<file path="src/rtl/md_ctrl_pkg.sv">
package md_ctrl_pkg;

   ////////////////////
   // controller states

   typedef enum logic [1:0] {
      C_IDLE,   // waiting for a start
      C_MUL,    // multiplier lane active
      C_DIV     // divider lane active
   } ctrl_state_e;

   ////////////////////
   // engine timing

   // restoring divider produces one quotient bit per step
   localparam int DIV_STEPS = 8;

   // counts DIV_STEPS down to zero
   typedef logic [$clog2(DIV_STEPS+1)-1:0] step_cnt_t;

endpackage

</file>
<file path="src/rtl/md_isa_pkg.sv">
package md_isa_pkg;

   ////////////////////
   // widths

   localparam int BYTE_W = 8;   // operand and result width

   typedef logic [BYTE_W-1:0] byte_t;

   ////////////////////
   // opcodes

   // only the two multi-cycle ALU ops of the core
   typedef enum logic [BYTE_W-1:0] {
      OP_DIV = 8'h84,   // div ab
      OP_MUL = 8'hA4    // mul ab
   } opcode_e;

endpackage

</file>
<file path="src/rtl/md_lane_if.sv">
`timescale 1ns/1ps

interface md_lane_if import md_isa_pkg::*; ();

   logic  start;   // one-cycle request from the controller
   byte_t a;       // stable while start is high
   byte_t b;
   logic  done;    // one-cycle completion pulse
   byte_t lo;      // valid while done is high
   byte_t hi;

   // controller side
   modport ctrl (
      output start,
      output a,
      output b,
      input  done,
      input  lo,
      input  hi
   );

   // engine side
   modport eng (
      input  start,
      input  a,
      input  b,
      output done,
      output lo,
      output hi
   );

endinterface

</file>
<file path="src/rtl/div_seq.sv">
`timescale 1ns/1ps

// restoring divider, msb of the dividend first
module div_seq import md_isa_pkg::*, md_ctrl_pkg::*; (
   md_lane_if.eng lane,
   input  logic   i_clk,
   input  logic   i_nrst
);

   logic            run;       // steps or final pulse pending
   step_cnt_t       cnt;       // steps left
   logic            last;
   byte_t           dvd;       // dividend shifter
   byte_t           dvs;       // divisor copy
   byte_t           quo;       // quotient, filled from the lsb
   logic [BYTE_W:0] rem;       // partial remainder
   logic [BYTE_W:0] shifted;
   logic            fits;      // shifted remainder >= divisor

   assign last = (cnt == '0);

   ////////////////////
   // one restoring step

   // next dividend bit enters at the bottom
   assign shifted = {rem[BYTE_W-1:0], dvd[BYTE_W-1]};
   assign fits    = (shifted >= {1'b0, dvs});   // always true for b == 0

   ////////////////////
   // control

   always_ff @(posedge i_clk or negedge i_nrst) begin
      if (!i_nrst) begin
         run       <= 1'b0;
         cnt       <= '0;
         lane.done <= 1'b0;
      end else begin
         lane.done <= run & last;
         if (lane.start) begin
            run <= 1'b1;
            cnt <= step_cnt_t'(DIV_STEPS);
         end else if (run) begin
            if (last) begin
               run <= 1'b0;
            end else begin
               cnt <= cnt - 1'b1;
            end
         end
      end
   end

   ////////////////////
   // datapath

   always_ff @(posedge i_clk) begin
      if (lane.start) begin
         dvd <= lane.a;
         dvs <= lane.b;
         rem <= '0;
         quo <= '0;
      end else if (run && !last) begin
         dvd <= {dvd[BYTE_W-2:0], 1'b0};
         quo <= {quo[BYTE_W-2:0], fits};
         if (fits) begin
            rem <= shifted - {1'b0, dvs};   // subtract and keep
         end else begin
            rem <= shifted;                 // restore
         end
      end
   end

   // remainder is below the divisor here, the top bit is clear
   assign lane.lo = quo;
   assign lane.hi = rem[BYTE_W-1:0];

endmodule

</file>
<file path="src/rtl/md_combine.sv">
`timescale 1ns/1ps

// picks the engine, collects its result and forms ov
module md_combine import md_isa_pkg::*, md_ctrl_pkg::*; (
   input  logic    i_clk,
   input  logic    i_nrst,
   input  logic    i_start,
   input  byte_t   i_opcode,
   input  byte_t   i_a,
   input  byte_t   i_b,
   md_lane_if.ctrl mul_lane,
   md_lane_if.ctrl div_lane,
   output logic    o_busy,
   output logic    o_done,
   output byte_t   o_a,
   output byte_t   o_b,
   output logic    o_ov
);

   ctrl_state_e state;
   ctrl_state_e state_nxt;
   opcode_e     op;
   logic        go_mul;     // accepted mul start
   logic        go_div;     // accepted div start
   logic        fin;        // active lane reports done
   byte_t       opa;
   byte_t       opb;        // also the divisor for the zero test
   byte_t       res_lo;
   byte_t       res_hi;
   logic        res_ov;

   ////////////////////
   // decode

   assign op     = opcode_e'(i_opcode);
   assign go_mul = i_start & (state == C_IDLE) & (op == OP_MUL);
   assign go_div = i_start & (state == C_IDLE) & (op == OP_DIV);

   always_comb begin
      state_nxt = state;
      case (state)
         C_IDLE: begin
            if (go_mul) begin
               state_nxt = C_MUL;
            end else if (go_div) begin
               state_nxt = C_DIV;
            end
         end
         C_MUL: begin
            if (mul_lane.done) begin
               state_nxt = C_IDLE;
            end
         end
         C_DIV: begin
            if (div_lane.done) begin
               state_nxt = C_IDLE;
            end
         end
         default: state_nxt = C_IDLE;
      endcase
   end

   always_ff @(posedge i_clk or negedge i_nrst) begin
      if (!i_nrst) begin
         state          <= C_IDLE;
         mul_lane.start <= 1'b0;
         div_lane.start <= 1'b0;
      end else begin
         state          <= state_nxt;
         mul_lane.start <= go_mul;   // single-cycle pulses
         div_lane.start <= go_div;
      end
   end

   // operands latched with the accepted start
   always_ff @(posedge i_clk) begin
      if (go_mul || go_div) begin
         opa <= i_a;
         opb <= i_b;
      end
   end

   assign mul_lane.a = opa;
   assign mul_lane.b = opb;
   assign div_lane.a = opa;
   assign div_lane.b = opb;

   ////////////////////
   // result

   assign fin    = ((state == C_MUL) & mul_lane.done) |
                   ((state == C_DIV) & div_lane.done);
   assign res_lo = (state == C_MUL) ? mul_lane.lo : div_lane.lo;
   assign res_hi = (state == C_MUL) ? mul_lane.hi : div_lane.hi;
   // mul overflows into b, div flags a zero divisor
   assign res_ov = (state == C_MUL) ? (mul_lane.hi != {BYTE_W{1'b0}})
                                    : (opb == {BYTE_W{1'b0}});

   always_ff @(posedge i_clk or negedge i_nrst) begin
      if (!i_nrst) begin
         o_done <= 1'b0;
         o_a    <= '0;
         o_b    <= '0;
         o_ov   <= 1'b0;
      end else begin
         o_done <= fin;
         if (fin) begin
            o_a  <= res_lo;   // acc
            o_b  <= res_hi;   // b register
            o_ov <= res_ov;
         end
      end
   end

   assign o_busy = (state != C_IDLE);

endmodule

</file>
<file path="src/rtl/md_unit.sv">
`timescale 1ns/1ps

module md_unit import md_isa_pkg::*; (
   input  logic              i_clk,
   input  logic              i_nrst,
   input  logic              i_start,
   input  logic [BYTE_W-1:0] i_opcode,
   input  logic [BYTE_W-1:0] i_a,
   input  logic [BYTE_W-1:0] i_b,
   output logic              o_busy,
   output logic              o_done,
   output logic [BYTE_W-1:0] o_a,
   output logic [BYTE_W-1:0] o_b,
   output logic              o_ov
);

   md_lane_if mul_lane ();
   md_lane_if div_lane ();

   ////////////////////
   // engines

   mul_seq mul0 (
      .lane   (mul_lane.eng),
      .i_clk  (i_clk),
      .i_nrst (i_nrst)
   );

   div_seq div0 (
      .lane   (div_lane.eng),
      .i_clk  (i_clk),
      .i_nrst (i_nrst)
   );

   ////////////////////
   // controller

   md_combine ctrl0 (
      .i_clk    (i_clk),
      .i_nrst   (i_nrst),
      .i_start  (i_start),
      .i_opcode (i_opcode),
      .i_a      (i_a),
      .i_b      (i_b),
      .mul_lane (mul_lane.ctrl),
      .div_lane (div_lane.ctrl),
      .o_busy   (o_busy),
      .o_done   (o_done),
      .o_a      (o_a),
      .o_b      (o_b),
      .o_ov     (o_ov)
   );

endmodule

</file>
<file path="src/rtl/mul_seq.sv">
`timescale 1ns/1ps

// repeated addition, b is added once per count of a
module mul_seq import md_isa_pkg::*; (
   md_lane_if.eng lane,
   input  logic   i_clk,
   input  logic   i_nrst
);

   logic                run;        // sequence in flight
   byte_t               cnt;        // additions still to do
   logic                cnt_zero;
   byte_t               mcand;      // copy of b
   logic [2*BYTE_W-1:0] sum;        // running product

   assign cnt_zero = (cnt == '0);

   ////////////////////
   // control

   always_ff @(posedge i_clk or negedge i_nrst) begin
      if (!i_nrst) begin
         run       <= 1'b0;
         cnt       <= '0;
         lane.done <= 1'b0;
      end else begin
         lane.done <= run & cnt_zero;   // a == 0 ends right away
         if (lane.start) begin
            run <= 1'b1;
            cnt <= lane.a;
         end else if (run) begin
            if (cnt_zero) begin
               run <= 1'b0;
            end else begin
               cnt <= cnt - 1'b1;
            end
         end
      end
   end

   ////////////////////
   // datapath

   always_ff @(posedge i_clk) begin
      if (lane.start) begin
         sum   <= '0;
         mcand <= lane.b;
      end else if (run && !cnt_zero) begin
         // zero-extend b to the product width
         sum <= sum + {{BYTE_W{1'b0}}, mcand};
      end
   end

   // sum is left alone once the count runs out
   assign lane.lo = sum[BYTE_W-1:0];
   assign lane.hi = sum[2*BYTE_W-1:BYTE_W];

endmodule
</file>
<file path="config.mk">
export PLATFORM = sky130hd
export DESIGN_NAME = md_unit
export DESIGN_NICKNAME = d
export VERILOG_FILES = /design/src/rtl/md_ctrl_pkg.sv /design/src/rtl/md_isa_pkg.sv /design/src/rtl/md_lane_if.sv /design/src/rtl/div_seq.sv /design/src/rtl/md_combine.sv /design/src/rtl/md_unit.sv /design/src/rtl/mul_seq.sv
export SDC_FILE = /design/constraint.sdc
export NUM_CORES = 1
export LEC_CHECK = 0
export BUFFER_PORTS_ARGS = -buffer_cell sky130_fd_sc_hd__buf_2
export CORE_MARGIN = 3
export CORE_UTILIZATION = 59
export CTS_CLUSTER_DIAMETER = 150
export CTS_CLUSTER_SIZE = 16
export DETAILED_ROUTE_END_ITERATION = 12
export PLACE_DENSITY = 0.79
export SETUP_SLACK_MARGIN = 0.3
export SLEW_MARGIN = 20
export SYNTH_ARGS = -nofsm -noshare
export SYNTH_HDL_FRONTEND = slang
export SYNTH_SLANG_ARGS = --single-unit
</file>
<file path="constraint.sdc">
create_clock -name i_clk -period 2.55 [get_ports i_clk]
set_input_delay 0.51 -clock i_clk [delete_from_list [all_inputs] [get_ports i_clk]]
set_output_delay 0.51 -clock i_clk [all_outputs]
set_load 0.01 [all_outputs]
</file>
==> results.py <==
metrics = {
    "status": {
        "status": "completed",
    },
    "pwr": {
        "powerDensity_mw_per_mm2": 495,
        "leakagePower_nw": 2.48,
        "ir_worst_vdd_v": 0.000393,
    },
    "floorplan": {
        "coreArea_mm2": 0.00842,
        "die_h_um": 100,
        "rows": 33,
        "die_area_mm2": 0.0100,
        "io_pins": 46,
        "initial_core_util_pct": 62.2,
        "fp.dieW_um": 100,
    },
    "synthesis": {
        "synthArstFlopShare_pct": 34.5,
        "synth_xor_area_share_pct": 3.01,
        "yosysWarnings": 0,
        "synth-edff-count": 40,
        "yosysTopAreaCell": "edfxtp_1",
        "synth_fp_nets": 545,
        "synth_cell_types": 63,
        "syn_area_per_cell_um2": 10.6,
        "synthMuxAreaShare_pct": 4.85,
        "synth_compound_area_share_pct": 15.0,
        "ys_ff_latch": 110,
        "synth_seq_area_share_pct": 53.3,
        "synth_top_family_by_area": "simple AND/OR/NAND/NOR gates",
        "yosys.area_share.simple_pct": 15.2,
        "synth.top_cell.area_share_pct": 22.9,
        "synthCells": 496,
        "netlist_area_mm2": 0.00524,
        "synthAdderAreaFrac_pct": 5.54,
        "synthTopCellsByArea": "edfxtp_1 (23%), dfrtp_1 (18%), dfxtp_1 (12%), ha_1 (4.8%), nand2_1 (3.7%)",
        "synthFlopType": "edfxtp_1",
    },
    "critical_path": {
        "start_kind": "flop",
        "crit_path_end_kind": "flop",
        "cpLargestDelayFamily": "simple AND/OR/NAND/NOR gates",
        "path_cells": "ha_1 -> or4_4 -> o21bai_4 -> o211ai_4 -> nor2_2 -> mux2_4",
        "critical_path_class": "flop to flop",
        "cp_max_fo": 6,
        "crit_buf_inv": 0,
        "arrival_ps": 2440,
        "cp.required_ps": 2820,
        "max_stage_delay_ps": 570,
        "crit_slowest_cell": "or4_4",
    },
    "route": {
        "vias": 3882,
        "ant_nets": 0,
        "drt-vias-per-instance": 5.94,
        "wl_per_cell_um": 17.0,
        "firstDrtPassIters": 5,
        "drt-total-wl_um": 11100,
        "drt_iter0_drc": 211,
        "post-route-drc-count": 0,
    },
    "grt": {
        "grt-ovfl-total": 0,
        "grt_usage_pct": 23.5,
        "grt_pass1_vias": 3684,
        "grt_max_degree": 39,
        "grt_antenna_before_repair": 0,
        "grt_pass1_wl_um": 18400,
    },
    "sta": {
        "period_share_pct": 84.9,
        "clock.fmax_ghz": 0.462,
        "finalHoldViolCount": 0,
        "worstMarginPinSlew_ps": 917,
        "relSlewSlack_pct": 38.9,
        "fin_setup_tns_ps": 0,
        "period_minus_slack_ps": 2170,
        "clock_skew_ps": 14.3,
        "worst_slack_ps": 384,
        "rsz0062_at_grt": "true",
        "slew_violations": 0,
        "setup_violations": 0,
    },
    "placement": {
        "postPlaceCellArea_mm2": 0.00559,
        "gp_congestion": 0.946,
        "numPortBuffers": 45,
        "dp_cells": 634,
        "dpl_worst_slack_ps": 351,
        "hpwl_um": 8080,
    },
    "cts": {
        "path_clk_slew_ps": 110,
        "cts_tree": "yes",
        "h-tree-depth": 3,
        "clk_path_buf_depth": 2,
        "ctsHoldBuffers": 0,
        "cts.sinks": 110,
        "insertion_delay_ps": 390,
        "numCtsBuffers": 9,
        "root_buffer": "clkbuf_8",
    },
    "final_layout": {
        "final_area_mm2": 0.00584,
        "syn_to_final_growth_pct": 11.6,
        "diodes": 0,
        "nets": 592,
        "finalNonFillerCells": 653,
        "drive_gt1_share_pct": 17.9,
    },
    "flow_run": {
        "max_cap_viol_count": 0,
    },
    "worst_hold_path": {
        "hp-class": "input pin to asynchronous set/reset pin",
    },
}
-- worst reg2reg max path: cells and delay by family, from the launching register on --
kind / cells / cell delay (ps)
AO/OA/AOI/OAI: 2 / 460
adder cells (fa/ha/maj): 1 / 270
flip-flops: 1 / 400
multiplexers: 1 / 290
AND/OR/NAND/NOR: 2 / 640
-- Yosys cell counts (all sizes together) (15+ instances only) --
library cell,n
a21oi,28
clkbuf,17
dfrtp,38
dfxtp,32
edfxtp,40
ha,20
inv,21
mux2i,16
nand2,52
nand3,15
nor2,34
o21ai,42
-- cells in the final DEF, fill, tap and decap left out, types with 5 or more instances in the layout --
cell type,Yosys,routed
inv_1,21,21
dfxtp_1,32,32
clkbuf_8,0,9
o21ai_0,32,32
nor3_1,6,5
nand2b_1,8,8
nor3b_1,6,5
nor4_1,10,10
a21oi_1,27,26
xor2_1,10,10
buf_4,0,12
and3_1,6,6
mux2i_1,16,16
buf_2,3,45
nand3_1,15,15
o21ai_1,10,10
nand2_1,52,52
xnor2_1,8,8
mux2_2,7,7
edfxtp_1,40,40
a211oi_1,6,6
ha_1,20,18
nor2b_1,6,6
nor2_1,33,33
dfrtp_1,38,38
-- layer usage --
metal | vias to the layer above | track usage, % | wire length, µm
met3 | 27 | 6.12 | 780
met5 | - | 0 | 0
met2 | 140 | 35.6 | 5080
met4 | 0 | 9.84 | 314
li1 | 1888 | - | -
met1 | 1827 | 32.2 | 4950
-- metrics by stage --
step | hold slack, ps | util, % | power, mW
final | 252 | 69.4 | 2.89
after global routing | 261 | 69.4 | 2.99
after CTS | 275 | 68.7 | 2.92
after detailed placement | 462 | 66.4 | 1.89
after global placement | 445 | 66.4 | 1.89
after floorplan | 214 | - | 1.86
-- final timing paths --
kind                                       endpoint  slack (ps)            start  depth (start not counted)
worst min register to register      div0.lane.lo[6]         470  div0.lane.lo[5]                          2
worst min-delay path                   ctrl0.o_b[7]         250           i_nrst                          1
max in group asynchronous               mul0.cnt[5]        1730           i_nrst                          1
min in group i_clk              ctrl0.div_lane.a[7]         290           i_a[7]                          1
worst max-delay path                   mul0.sum[13]         380    mul0.mcand[5]                          6
worst max register to register         mul0.sum[13]         380    mul0.mcand[5]                          6
-- timing repair --
action / 4_1_cts / 5_1_grt
setup buffers: 0 / 3
resized for setup: 0 / 7
setup endpoints to repair: 0 / 13
-- where the power goes --
part,total [mW],internal (mW),switching [mW]
registers,1.82,1.82,0.000236
clock network,1.04,0.386,0.651
logic,0.0347,0.0154,0.0193
-- area by class of cell --
type | instances | area [µm²]
sequential | 110 | 2790
fill | 619 | 2580
multi-input combinational | 344 | 2330
timing repair buffer | 57 | 315
tap | 105 | 131
clock buffer | 9 | 124
inverter | 21 | 78.8
clock inverter | 7 | 72.6
-- logic make-up after synthesis --
logic type      Yosys count
mux                      24
simple gates            162
compound gates          118
xor+xnor                 18
buf+inv                  42
fa+ha+maj                22
flops                   110
-- registers in the layout, indices dropped and copies added (netlist names), 2 cells and up --
register and cells:
mul0.sum 16, mul0.mcand 8, div0.cnt 4, ctrl0.div_lane.b 8, mul0.cnt 8, div0.dvd 8
ctrl0.div_lane.a 8, div0.dvs 8, div0.lane.lo 8, ctrl0.o_b 8, ctrl0.o_a 8, div0.rem 8
ctrl0.state 2
Note: power is estimated with default switching activity, not from simulation.
